File: config.mk
export PLATFORM = sky130hd
export DESIGN_NAME = ibTransformer
export DESIGN_NICKNAME = d
export VERILOG_FILES = /design/src/design/ib_pkg.sv /design/src/design/xfer_pkg.sv /design/src/design/ib_deserializer.sv /design/src/design/ib_fifo.sv /design/src/design/ib_serializer.sv /design/src/design/ib_transformer.sv
export VERILOG_INCLUDE_DIRS = /design/src /design/src/design
export SDC_FILE = /design/constraint.sdc
export NUM_CORES = 1
export LEC_CHECK = 0
export BUFFER_PORTS_ARGS = -buffer_cell sky130_fd_sc_hd__buf_2
export CAP_MARGIN = 40
export CORE_MARGIN = 4
export CORE_UTILIZATION = 30
export DETAILED_ROUTE_END_ITERATION = 12
export HOLD_SLACK_MARGIN = 0.03
export PLACE_DENSITY = 0.41
export SKIP_LAST_GASP = 1
export SYNTH_ARGS = -nofsm -noshare
export SYNTH_HDL_FRONTEND = slang
export SYNTH_SLANG_ARGS = --single-unit
File: constraint.sdc
create_clock -name CLK -period 4.3 [get_ports CLK]
set_input_delay 0.43 -clock CLK [delete_from_list [all_inputs] [get_ports CLK]]
set_output_delay 0.43 -clock CLK [all_outputs]
set_load 0.02 [all_outputs]
File: src/design/ib_defs.svh
/*
 * Internal bus width transformer, shared definitions.
 * Bus widths, header field widths and buffer depths
 * for the 64-bit host side and the 8-bit device side.
 */
`ifndef IB_DEFS_SVH
`define IB_DEFS_SVH

// data widths of the two sides
`define IB_WIDE_W    64  // host side word
`define IB_NARROW_W  8   // device side byte

// header fields, msb first, sum must be IB_WIDE_W
`define IB_ADDR_W    32  // target address
`define IB_RSVD_W    8   // unused, carried through
`define IB_TYPE_W    4   // transaction type, passed through
`define IB_TAG_W     8   // transaction tag
`define IB_LEN_W     12  // payload bytes after the header

// buffer depths
`define IB_DOWN_DEPTH  16  // byte fifo on the downward path
`define IB_UP_DEPTH    4   // word fifo on the upward path

// flag bits carried alongside data inside a fifo word
`define IB_FLAG_W    2   // sop and eop

`endif

File: src/design/ib_pkg.sv
/*
 * Internal bus formats.
 * Header layout of the first word of a transaction, the host
 * word seen either as raw data or as a header, and the byte
 * type of the device side.
 */
`include "ib_defs.svh"

package ibPkg;

  // first word of a downward transaction
  typedef struct packed {
    logic [`IB_ADDR_W-1:0] addr;      // bits 63:32
    logic [`IB_RSVD_W-1:0] reserved;  // bits 31:24
    logic [`IB_TYPE_W-1:0] trType;    // bits 23:20
    logic [`IB_TAG_W-1:0]  tag;       // bits 19:12
    logic [`IB_LEN_W-1:0]  len;       // bits 11:0, payload byte count
  } ibHeader;

  // one host word, decoded as header on sop and as data otherwise
  typedef union packed {
    logic [`IB_WIDE_W-1:0] raw;  // byte 0 in bits 7:0
    ibHeader               hdr;  // header view of the same bits
  } ibWord;

  // device side data
  typedef logic [`IB_NARROW_W-1:0] ibByte;

endpackage

File: src/design/xfer_pkg.sv
/*
 * Transformer control types.
 * Serializer sequencing states and the byte position
 * used by both the serializer and the deserializer.
 */
`include "ib_defs.svh"

package xferPkg;

  typedef enum logic [1:0] {
    SER_IDLE,    // no word held
    SER_HEADER,  // emitting the 8 header bytes
    SER_DATA     // emitting payload bytes
  } serStateT;

  // byte position inside a host word
  typedef logic [2:0] byteIdxT;

  // position of the last byte of a word
  localparam byteIdxT LAST_IDX = byteIdxT'(`IB_WIDE_W / `IB_NARROW_W - 1);

endpackage

File: src/design/ib_deserializer.sv
/*
 * Upward deserializer.
 * Packs framed device bytes into host words in arrival order.
 * A word is complete at byte 7 or at eop; bytes not received
 * stay zero. The byte side stalls while a finished word waits.
 */
`timescale 1ns/10ps
`include "ib_defs.svh"

module ibDeserializer (
  input  logic          CLK,
  input  logic          rstN,
  input  ibPkg::ibByte  narrowData,
  input  logic          narrowSop,
  input  logic          narrowEop,
  input  logic          narrowSrcRdy,
  output logic          narrowDstRdy,
  output ibPkg::ibWord  wrData,
  output logic          wrSop,
  output logic          wrEop,
  output logic          wrSrcRdy,
  input  logic          wrDstRdy
);

  xferPkg::byteIdxT byteIdx;   // next free position
  xferPkg::byteIdxT pos;       // position of the incoming byte
  ibPkg::ibWord     wordReg;   // word under construction
  logic             wordSop;   // first word of its transaction
  logic             wordEop;   // word holds the eop byte
  logic             full;      // completed word waiting for the fifo
  logic             byteTake;
  logic             wordTake;
  logic             complete;  // incoming byte closes the word

  assign pos      = narrowSop ? '0 : byteIdx;  // sop always restarts at 0
  assign complete = narrowEop || (pos == xferPkg::LAST_IDX);

  assign wrSrcRdy     = full;
  assign wrData       = wordReg;
  assign wrSop        = wordSop;
  assign wrEop        = wordEop;
  assign narrowDstRdy = !full || wrDstRdy;  // held word leaves this edge

  assign byteTake = narrowSrcRdy && narrowDstRdy;
  assign wordTake = wrSrcRdy && wrDstRdy;

  // control
  always_ff @(posedge CLK) begin
    if (!rstN) begin
      full    <= 1'b0;
      byteIdx <= '0;
    end else begin
      if (wordTake) begin
        full <= 1'b0;
      end
      if (byteTake) begin
        byteIdx <= complete ? '0 : pos + xferPkg::byteIdxT'(1);
        if (complete) begin
          full <= 1'b1;  // hold until the fifo takes it
        end
      end
    end
  end

  // word assembly
  always_ff @(posedge CLK) begin
    if (byteTake) begin
      if (pos == '0) begin
        wordReg.raw <= {{(`IB_WIDE_W - `IB_NARROW_W){1'b0}}, narrowData};  // zero-fill
        wordSop     <= narrowSop;
      end else begin
        wordReg.raw[{pos, 3'b000} +: `IB_NARROW_W] <= narrowData;
      end
      wordEop <= narrowEop;  // last value before completion counts
    end
  end

endmodule

File: src/design/ib_fifo.sv
/*
 * First-word-fall-through FIFO with ready/ready ports.
 * Circular buffer with read and write pointers and an
 * occupancy count. Head entry is visible on rdData as soon
 * as the FIFO is not empty.
 */
`timescale 1ns/10ps

module ibFifo #(
  parameter int WIDTH = 10,
  parameter int DEPTH = 16
) (
  input  logic             CLK,
  input  logic             rstN,
  input  logic [WIDTH-1:0] wrData,
  input  logic             wrSrcRdy,
  output logic             wrDstRdy,
  output logic [WIDTH-1:0] rdData,
  output logic             rdSrcRdy,
  input  logic             rdDstRdy
);

  localparam int PTR_W = (DEPTH > 1) ? $clog2(DEPTH) : 1;
  localparam int CNT_W = $clog2(DEPTH + 1);

  logic [WIDTH-1:0] mem [DEPTH];  // storage
  logic [PTR_W-1:0] wrPtr;        // next free slot
  logic [PTR_W-1:0] rdPtr;        // head slot
  logic [CNT_W-1:0] count;        // entries held
  logic             doWr;
  logic             doRd;
  logic             full;

  assign full     = (count == CNT_W'(DEPTH));
  assign rdSrcRdy = (count != '0);
  assign wrDstRdy = !full || rdDstRdy;  // full but draining this edge
  assign rdData   = mem[rdPtr];           // fall-through head

  assign doWr = wrSrcRdy && wrDstRdy;
  assign doRd = rdSrcRdy && rdDstRdy;

  always_ff @(posedge CLK) begin
    if (doWr) begin
      mem[wrPtr] <= wrData;
    end
  end

  always_ff @(posedge CLK) begin
    if (!rstN) begin
      wrPtr <= '0;
      rdPtr <= '0;
      count <= '0;
    end else begin
      if (doWr) begin
        wrPtr <= (wrPtr == PTR_W'(DEPTH - 1)) ? '0 : wrPtr + PTR_W'(1);  // wrap
      end
      if (doRd) begin
        rdPtr <= (rdPtr == PTR_W'(DEPTH - 1)) ? '0 : rdPtr + PTR_W'(1);
      end
      case ({doWr, doRd})
        2'b10:   count <= count + CNT_W'(1);
        2'b01:   count <= count - CNT_W'(1);
        default: count <= count;  // none, or both at once
      endcase
    end
  end

endmodule

File: src/design/ib_serializer.sv
/*
 * Downward serializer.
 * Takes framed host words and hands them to the byte fifo one
 * byte per cycle, low byte first. The header length trims the
 * unused bytes of the word that carries eop.
 */
`timescale 1ns/10ps
`include "ib_defs.svh"

module ibSerializer (
  input  logic          CLK,
  input  logic          rstN,
  input  ibPkg::ibWord  wideData,
  input  logic          wideSop,
  input  logic          wideEop,
  input  logic          wideSrcRdy,
  output logic          wideDstRdy,
  output ibPkg::ibByte  wrData,
  output logic          wrSop,
  output logic          wrEop,
  output logic          wrSrcRdy,
  input  logic          wrDstRdy
);

  xferPkg::serStateT     state;      // what the held word is
  xferPkg::byteIdxT      byteIdx;    // next byte of the held word
  ibPkg::ibWord          wordReg;    // held host word
  logic                  wordEop;    // held word closes the transaction
  logic [`IB_LEN_W-1:0]  remaining;  // payload bytes still owed
  logic                  lastByte;   // current byte ends the held word
  logic                  byteDone;   // byte goes into the fifo this cycle
  logic                  wordDone;   // held word fully written
  logic                  wideTake;   // host word accepted this cycle

  // end of word: header always 8 bytes, data trimmed only on eop word
  always_comb begin
    case (state)
      xferPkg::SER_HEADER: lastByte = (byteIdx == xferPkg::LAST_IDX);
      xferPkg::SER_DATA:   lastByte = (byteIdx == xferPkg::LAST_IDX) ||
                                      (wordEop && remaining == `IB_LEN_W'(1));
      default:             lastByte = 1'b0;
    endcase
  end

  assign wrSrcRdy = (state != xferPkg::SER_IDLE);  // a word is held
  assign wrData   = wordReg.raw[{byteIdx, 3'b000} +: `IB_NARROW_W];  // byte select
  assign wrSop    = (state == xferPkg::SER_HEADER) && (byteIdx == '0);
  assign wrEop    = wordEop && lastByte;  // final wanted byte of the transaction

  assign byteDone   = wrSrcRdy && wrDstRdy;
  assign wordDone   = byteDone && lastByte;
  assign wideDstRdy = (state == xferPkg::SER_IDLE) || wordDone;  // free now or freed this edge
  assign wideTake   = wideSrcRdy && wideDstRdy;

  // control
  always_ff @(posedge CLK) begin
    if (!rstN) begin
      state   <= xferPkg::SER_IDLE;
      byteIdx <= '0;
      wordEop <= 1'b0;
    end else begin
      if (byteDone) begin
        byteIdx <= byteIdx + xferPkg::byteIdxT'(1);  // step to next byte
      end
      if (wordDone) begin
        state <= xferPkg::SER_IDLE;  // unless refilled below
      end
      if (wideTake) begin
        byteIdx <= '0;  // restart at byte 0
        wordEop <= wideEop;
        state   <= wideSop ? xferPkg::SER_HEADER : xferPkg::SER_DATA;
      end
    end
  end

  // held word and payload count
  always_ff @(posedge CLK) begin
    if (byteDone && state == xferPkg::SER_DATA) begin
      remaining <= remaining - `IB_LEN_W'(1);  // one payload byte gone
    end
    if (wideTake) begin
      wordReg <= wideData;
      if (wideSop) begin
        remaining <= wideData.hdr.len;  // header view of the sop word
      end
    end
  end

endmodule

File: src/design/ib_transformer.sv
/*
 * Internal bus width transformer, top level.
 * Downward: serializer into a byte FIFO toward the device.
 * Upward: deserializer into a word FIFO toward the host.
 * Sop and eop ride in the FIFO words above the data bits.
 */
`timescale 1ns/10ps
`include "ib_defs.svh"

module ibTransformer (
  input  logic          CLK,
  input  logic          rstN,
  // host to transformer
  input  ibPkg::ibWord  wideDownData,
  input  logic          wideDownSop,
  input  logic          wideDownEop,
  input  logic          wideDownSrcRdy,
  output logic          wideDownDstRdy,
  // transformer to device
  output ibPkg::ibByte  narrowDownData,
  output logic          narrowDownSop,
  output logic          narrowDownEop,
  output logic          narrowDownSrcRdy,
  input  logic          narrowDownDstRdy,
  // device to transformer
  input  ibPkg::ibByte  narrowUpData,
  input  logic          narrowUpSop,
  input  logic          narrowUpEop,
  input  logic          narrowUpSrcRdy,
  output logic          narrowUpDstRdy,
  // transformer to host
  output ibPkg::ibWord  wideUpData,
  output logic          wideUpSop,
  output logic          wideUpEop,
  output logic          wideUpSrcRdy,
  input  logic          wideUpDstRdy
);

  localparam int DOWN_W = `IB_NARROW_W + `IB_FLAG_W;  // eop, sop, byte
  localparam int UP_W   = `IB_WIDE_W + `IB_FLAG_W;    // eop, sop, word

  ibPkg::ibByte      serData;
  logic              serSop, serEop, serSrcRdy, serDstRdy;
  ibPkg::ibWord      desData;
  logic              desSop, desEop, desSrcRdy, desDstRdy;
  logic [DOWN_W-1:0] downRdData;
  logic [UP_W-1:0]   upRdData;

  ibSerializer serU (
    .CLK        (CLK),
    .rstN       (rstN),
    .wideData   (wideDownData),
    .wideSop    (wideDownSop),
    .wideEop    (wideDownEop),
    .wideSrcRdy (wideDownSrcRdy),
    .wideDstRdy (wideDownDstRdy),
    .wrData     (serData),
    .wrSop      (serSop),
    .wrEop      (serEop),
    .wrSrcRdy   (serSrcRdy),
    .wrDstRdy   (serDstRdy)
  );

  ibFifo #(.WIDTH(DOWN_W), .DEPTH(`IB_DOWN_DEPTH)) downFifoU (
    .CLK      (CLK),
    .rstN     (rstN),
    .wrData   ({serEop, serSop, serData}),
    .wrSrcRdy (serSrcRdy),
    .wrDstRdy (serDstRdy),
    .rdData   (downRdData),
    .rdSrcRdy (narrowDownSrcRdy),
    .rdDstRdy (narrowDownDstRdy)
  );

  assign narrowDownData = downRdData[`IB_NARROW_W-1:0];
  assign narrowDownSop  = downRdData[`IB_NARROW_W];
  assign narrowDownEop  = downRdData[`IB_NARROW_W+1];

  ibDeserializer desU (
    .CLK          (CLK),
    .rstN         (rstN),
    .narrowData   (narrowUpData),
    .narrowSop    (narrowUpSop),
    .narrowEop    (narrowUpEop),
    .narrowSrcRdy (narrowUpSrcRdy),
    .narrowDstRdy (narrowUpDstRdy),
    .wrData       (desData),
    .wrSop        (desSop),
    .wrEop        (desEop),
    .wrSrcRdy     (desSrcRdy),
    .wrDstRdy     (desDstRdy)
  );

  ibFifo #(.WIDTH(UP_W), .DEPTH(`IB_UP_DEPTH)) upFifoU (
    .CLK      (CLK),
    .rstN     (rstN),
    .wrData   ({desEop, desSop, desData}),
    .wrSrcRdy (desSrcRdy),
    .wrDstRdy (desDstRdy),
    .rdData   (upRdData),
    .rdSrcRdy (wideUpSrcRdy),
    .rdDstRdy (wideUpDstRdy)
  );

  assign wideUpData = upRdData[`IB_WIDE_W-1:0];
  assign wideUpSop  = upRdData[`IB_WIDE_W];
  assign wideUpEop  = upRdData[`IB_WIDE_W+1];

endmodule

==> results.md <==
| Parameter | Value | Unit |
| --- | --- | --- |
| First-pass GRT wire length | 83800 | µm |
| Cell chosen for the clock root | sky130_fd_sc_hd__clkbuf_16 | - |
| Endpoint type of the worst setup path | output port | - |
| Worst-case headroom to the max-slew limit | 37.3 | % |
| Biggest fanout along the worst timing path | 26 | - |
| Total detailed-routing wirelength | 56300 | µm |
| Startpoint types | flip-flop | - |
| Core Box Area | 77800 | µm² |
| Post-CTS Resized | 0 | - |
| Half-perimeter wire length after detailed placement | 36500 | µm |
| Total routing resource utilization after global routing | 13.6 | % |
| Quantity of I/O buffers inserted on ports | 161 | - |
| Layout-stage area growth over the synthesis result | 21.9 | % |
| Syn_nets | 1356 | - |
| CP Data Required Time | 3.87 | ns |
| Initial core utilization | 30.4 | % |
| Pre-antenna DRT Iters | 4 | - |
| Power after layout | 0.0148 | W |
| Tightest Pin Transition | 0.939 | ns |
| Power density normalized to cell area | 513 | nW/µm² |
| Share of the synthesized area in the top cell type | 70.3 | % |
| CTS tree | built | - |
| Seq. cell area | 17600 | µm² |
| DRC violations left | 0 | - |
| Combined area of all synthesized cells | 23700 | µm² |
| Die ar. | 83400 | µm² |
| WL/cell | 21.5 | µm |
| Total Negative Setup Slacks | 0 | ns |
| Critical setup path kind | flip-flop to output port | - |
| Footprint of the multi-input gates | 5740 | µm² |
| Pin count of the biggest net entering global routing | 61 | - |
| Synth Register Bits | 602 | - |
| Via count | 12100 | - |
| Width of the die | 289 | µm |
| WP data arrival | 2.93 | ns |
| Post-route design area | 28800 | µm² |
| Antenna violations before repair | 3 | - |
| Final Critical Period | 3.36 | ns |
| Largest area contributor in the synthesized netlist | sky130_fd_sc_hd__edfxtp_1 | - |
| Share of synthesized flip-flops with an asynchronous set or reset | 0 | % |
| Height of the die | 289 | µm |
| Class of the most critical hold timing path | input port to flip-flop | - |
| Clock sinks | 602 | - |
| Clock insertion delay at the later pin of the skew report | 0.60 | ns |
| Layout cells sized above 1 | 30.7 | % |
| Main synth FF type | sky130_fd_sc_hd__edfxtp_1 | - |
| Seq/Total Area, Yosys | 74.4 | % |
| Yosys cell types | 49 | - |
| Number of instances in the synthesized netlist | 1242 | - |
| Area post-placement | 26000 | µm² |
| Initial detailed-routing violation count | 813 | - |
| Mean instance size in the synthesized netlist | 19.0 | µm² |
| Number of warnings reported in the yosys synthesis log | 0 | - |
| Clock H-tree levels | 3 | - |
| Final Hold Vio Count | 0 | - |
| Routed vias/inst | 4.62 | - |
| Final weighted congestion in routability-driven placement | 0.713 | - |
| LEAKAGE | 9.57 | nW |
| Setup skew after layout | 0.0216 | ns |
| Share of the cycle needed by the critical path after routing | 78.1 | % |
| Final setup violating endpoints | 0 | - |
| IO Pins | 162 | - |
| TritonCTS Buffers | 70 | - |
| Number of pins with negative max-slew slack in the final report | 0 | - |
| Count of max-cap constraint violations | 0 | - |
| GRT overflow | 0 | - |
| Post-CTS setup-driven buffer insertion count | 0 | - |
| Vias in the first global route | 12800 | - |
| Unrepaired setup endpoints after global routing | false | - |
| Filler cell count in the final layout | 7279 | - |
| Outcome | completed | - |
| Deepest clock path buffer count | 3 | - |
| Number of nets in the finished design | 1637 | - |
| Hold_buf cts | 58 | - |
| Peak supply drop | 0.000250 | V |
| Synth area leaders | sky130_fd_sc_hd__edfxtp_1 70%, sky130_fd_sc_hd__mux4_2 13%, sky130_fd_sc_hd__dfxtp_1 4.1% | - |
| EDFF count, synth | 554 | - |
| Fmax | 298 | MHz |
| Floorplan row count | 102 | - |
| Clock-pin slew of the registers on the worst-case setup and hold paths | 0.06 | ns |
| Number of nets still failing antenna checks after routing | 0 | - |
## power by group
| group | leakage (nW) | switching [W] | internal, W |
|---|---|---|---|
| clock network | 1.09 | 0.00230 | 0.00341 |
| registers | 5.51 | 0.000283 | 0.00665 |
| logic | 2.98 | 0.00112 | 0.00103 |
## area by class of cell
cell class | count | share of cell area (%)
diodes | 1 | 0.00868
clock buffers | 87 | 6.66
clock inverters | 34 | 1.01
inverters | 26 | 0.338
multi-input cells | 557 | 19.9
flip-flops and latches | 602 | 61.1
well taps | 1040 | 4.51
repair buffers | 266 | 6.50
## sequential cells by signal, summed over array words and instances, names as in the netlist, named ones only
name             count
desU.byteIdx         3
upFifoU.rdPtr        2
serU.wordReg        64
desU.wrSop           1
downFifoU.mem      160
serU.wordEop         1
desU.wrSrcRdy        1
downFifoU.wrPtr      4
upFifoU.mem        264
serU.remaining      12
desU.wrData         64
downFifoU.rdPtr      4
downFifoU.count      5
desU.wrEop           1
upFifoU.count        3
serU.state           2
serU.byteIdx         3
upFifoU.wrPtr        2
## metal layers
layer / track usage (%) / vias up / part of all wire, %
met5: 0 / - / 0.036
met3: 2.88 / 77 / 4.2
li1: - / 5520 / -
met4: 3.71 / 2 / 2.2
met2: 22.5 / 246 / 48
met1: 18.3 / 6216 / 45
## synthesized netlist by cell type, types with 2 or more instances
| cell type | number |
|---|---|
| sky130_fd_sc_hd__edfxtp_1 | 554 |
| sky130_fd_sc_hd__mux4_2 | 132 |
| sky130_fd_sc_hd__nand2_1 | 84 |
| sky130_fd_sc_hd__a21oi_1 | 58 |
| sky130_fd_sc_hd__dfxtp_1 | 48 |
| sky130_fd_sc_hd__nand3_1 | 46 |
| sky130_fd_sc_hd__clkbuf_1 | 37 |
| sky130_fd_sc_hd__ha_1 | 30 |
| sky130_fd_sc_hd__and2_1 | 27 |
| sky130_fd_sc_hd__nor2_1 | 27 |
| sky130_fd_sc_hd__inv_1 | 26 |
| sky130_fd_sc_hd__mux2_2 | 21 |
| sky130_fd_sc_hd__buf_2 | 13 |
| sky130_fd_sc_hd__mux2i_1 | 12 |
| sky130_fd_sc_hd__nor3_1 | 12 |
| sky130_fd_sc_hd__xnor2_1 | 12 |
| sky130_fd_sc_hd__nand4_1 | 11 |
| sky130_fd_sc_hd__a21boi_0 | 10 |
| sky130_fd_sc_hd__o21ai_0 | 10 |
| sky130_fd_sc_hd__nor2b_1 | 8 |
| sky130_fd_sc_hd__nand2b_1 | 7 |
| sky130_fd_sc_hd__xor2_1 | 7 |
| sky130_fd_sc_hd__and3_1 | 6 |
| sky130_fd_sc_hd__buf_1 | 6 |
| sky130_fd_sc_hd__or3_1 | 4 |
| sky130_fd_sc_hd__or4_1 | 4 |
| sky130_fd_sc_hd__nor3b_1 | 3 |
| sky130_fd_sc_hd__a21o_1 | 2 |
| sky130_fd_sc_hd__a311oi_1 | 2 |
| sky130_fd_sc_hd__fa_1 | 2 |
| sky130_fd_sc_hd__nor3b_2 | 2 |
| sky130_fd_sc_hd__nor4_1 | 2 |
## cell usage in the layout (no fill, tap or decap), types with 4 or more instances in the layout
cell type,netlist,final
sky130_fd_sc_hd__xor2_1,7,7
sky130_fd_sc_hd__buf_12,0,6
sky130_fd_sc_hd__clkinv_2,0,12
sky130_fd_sc_hd__and3_1,6,6
sky130_fd_sc_hd__and2_4,0,4
sky130_fd_sc_hd__buf_2,13,161
sky130_fd_sc_hd__or3_1,4,4
sky130_fd_sc_hd__nand2b_1,7,7
sky130_fd_sc_hd__inv_1,26,24
sky130_fd_sc_hd__buf_4,0,31
sky130_fd_sc_hd__dfxtp_1,48,44
sky130_fd_sc_hd__a21boi_0,10,10
sky130_fd_sc_hd__nor3_1,12,12
sky130_fd_sc_hd__or4_1,4,4
sky130_fd_sc_hd__dlygate4sd3_1,0,58
sky130_fd_sc_hd__mux2_2,21,21
sky130_fd_sc_hd__nor2b_1,8,8
sky130_fd_sc_hd__a21oi_1,58,58
sky130_fd_sc_hd__nand4_1,11,11
sky130_fd_sc_hd__buf_8,0,6
sky130_fd_sc_hd__clkbuf_16,0,74
sky130_fd_sc_hd__mux2i_1,12,12
sky130_fd_sc_hd__xnor2_1,12,12
sky130_fd_sc_hd__mux4_2,132,132
sky130_fd_sc_hd__nand3_1,46,46
sky130_fd_sc_hd__ha_1,30,29
sky130_fd_sc_hd__buf_6,0,4
sky130_fd_sc_hd__and2_1,27,23
sky130_fd_sc_hd__bufinv_16,0,4
sky130_fd_sc_hd__clkbuf_1,37,11
sky130_fd_sc_hd__nand2_1,84,84
sky130_fd_sc_hd__nor2_1,27,22
sky130_fd_sc_hd__clkinv_1,0,11
sky130_fd_sc_hd__o21ai_0,10,10
sky130_fd_sc_hd__edfxtp_1,554,554
sky130_fd_sc_hd__nor2_2,0,5
## worst paths after layout
path / endpoint / cells after the start / startpoint / slack, ns
max reg2reg: downFifoU.count[4] / 10 / downFifoU.count[0] / 1.19
min: serU.wordReg[4] / 1 / wideDownData[4] / 0.07
min reg2reg: desU.byteIdx[1] / 2 / desU.byteIdx[1] / 0.48
max: narrowDownSop / 4 / flip-flop / 0.94
## critical path, cell delays in order (launching register included)
cell and delay (ns):
sky130_fd_sc_hd__dfxtp_2 0.72, sky130_fd_sc_hd__buf_12 0.33, sky130_fd_sc_hd__mux4_2 0.56, sky130_fd_sc_hd__mux4_2 0.53, sky130_fd_sc_hd__buf_2 0.19
## kinds of logic after synthesis
group                      synth area share [%]
AOI/OAI and AO/OA                          2.20
xor gates and xnor gates                  0.704
adders and majority gates                  1.76
buffers and inverters                      1.43
DFF                                        74.4
muxes                                      14.1
and+or+nand+nor                            5.45
## stage by stage
stage | hold slack [ns] | worst slack (ns) | instances | utilization (%)
2_1_floorplan | 0.439 | 1.24 | 1242 | -
3_5_place_dp | 0.481 | 1.26 | 2433 | 33.5
6_report | 0.0670 | 0.941 | 2613 | 37.0
3_3_place_gp | 0.470 | 1.25 | 2420 | 33.2
5_1_grt | 0.0416 | 0.755 | 2612 | 37.0
4_1_cts | 0.0330 | 0.808 | 2612 | 37.0
Note: power is estimated with default switching activity, not from simulation.
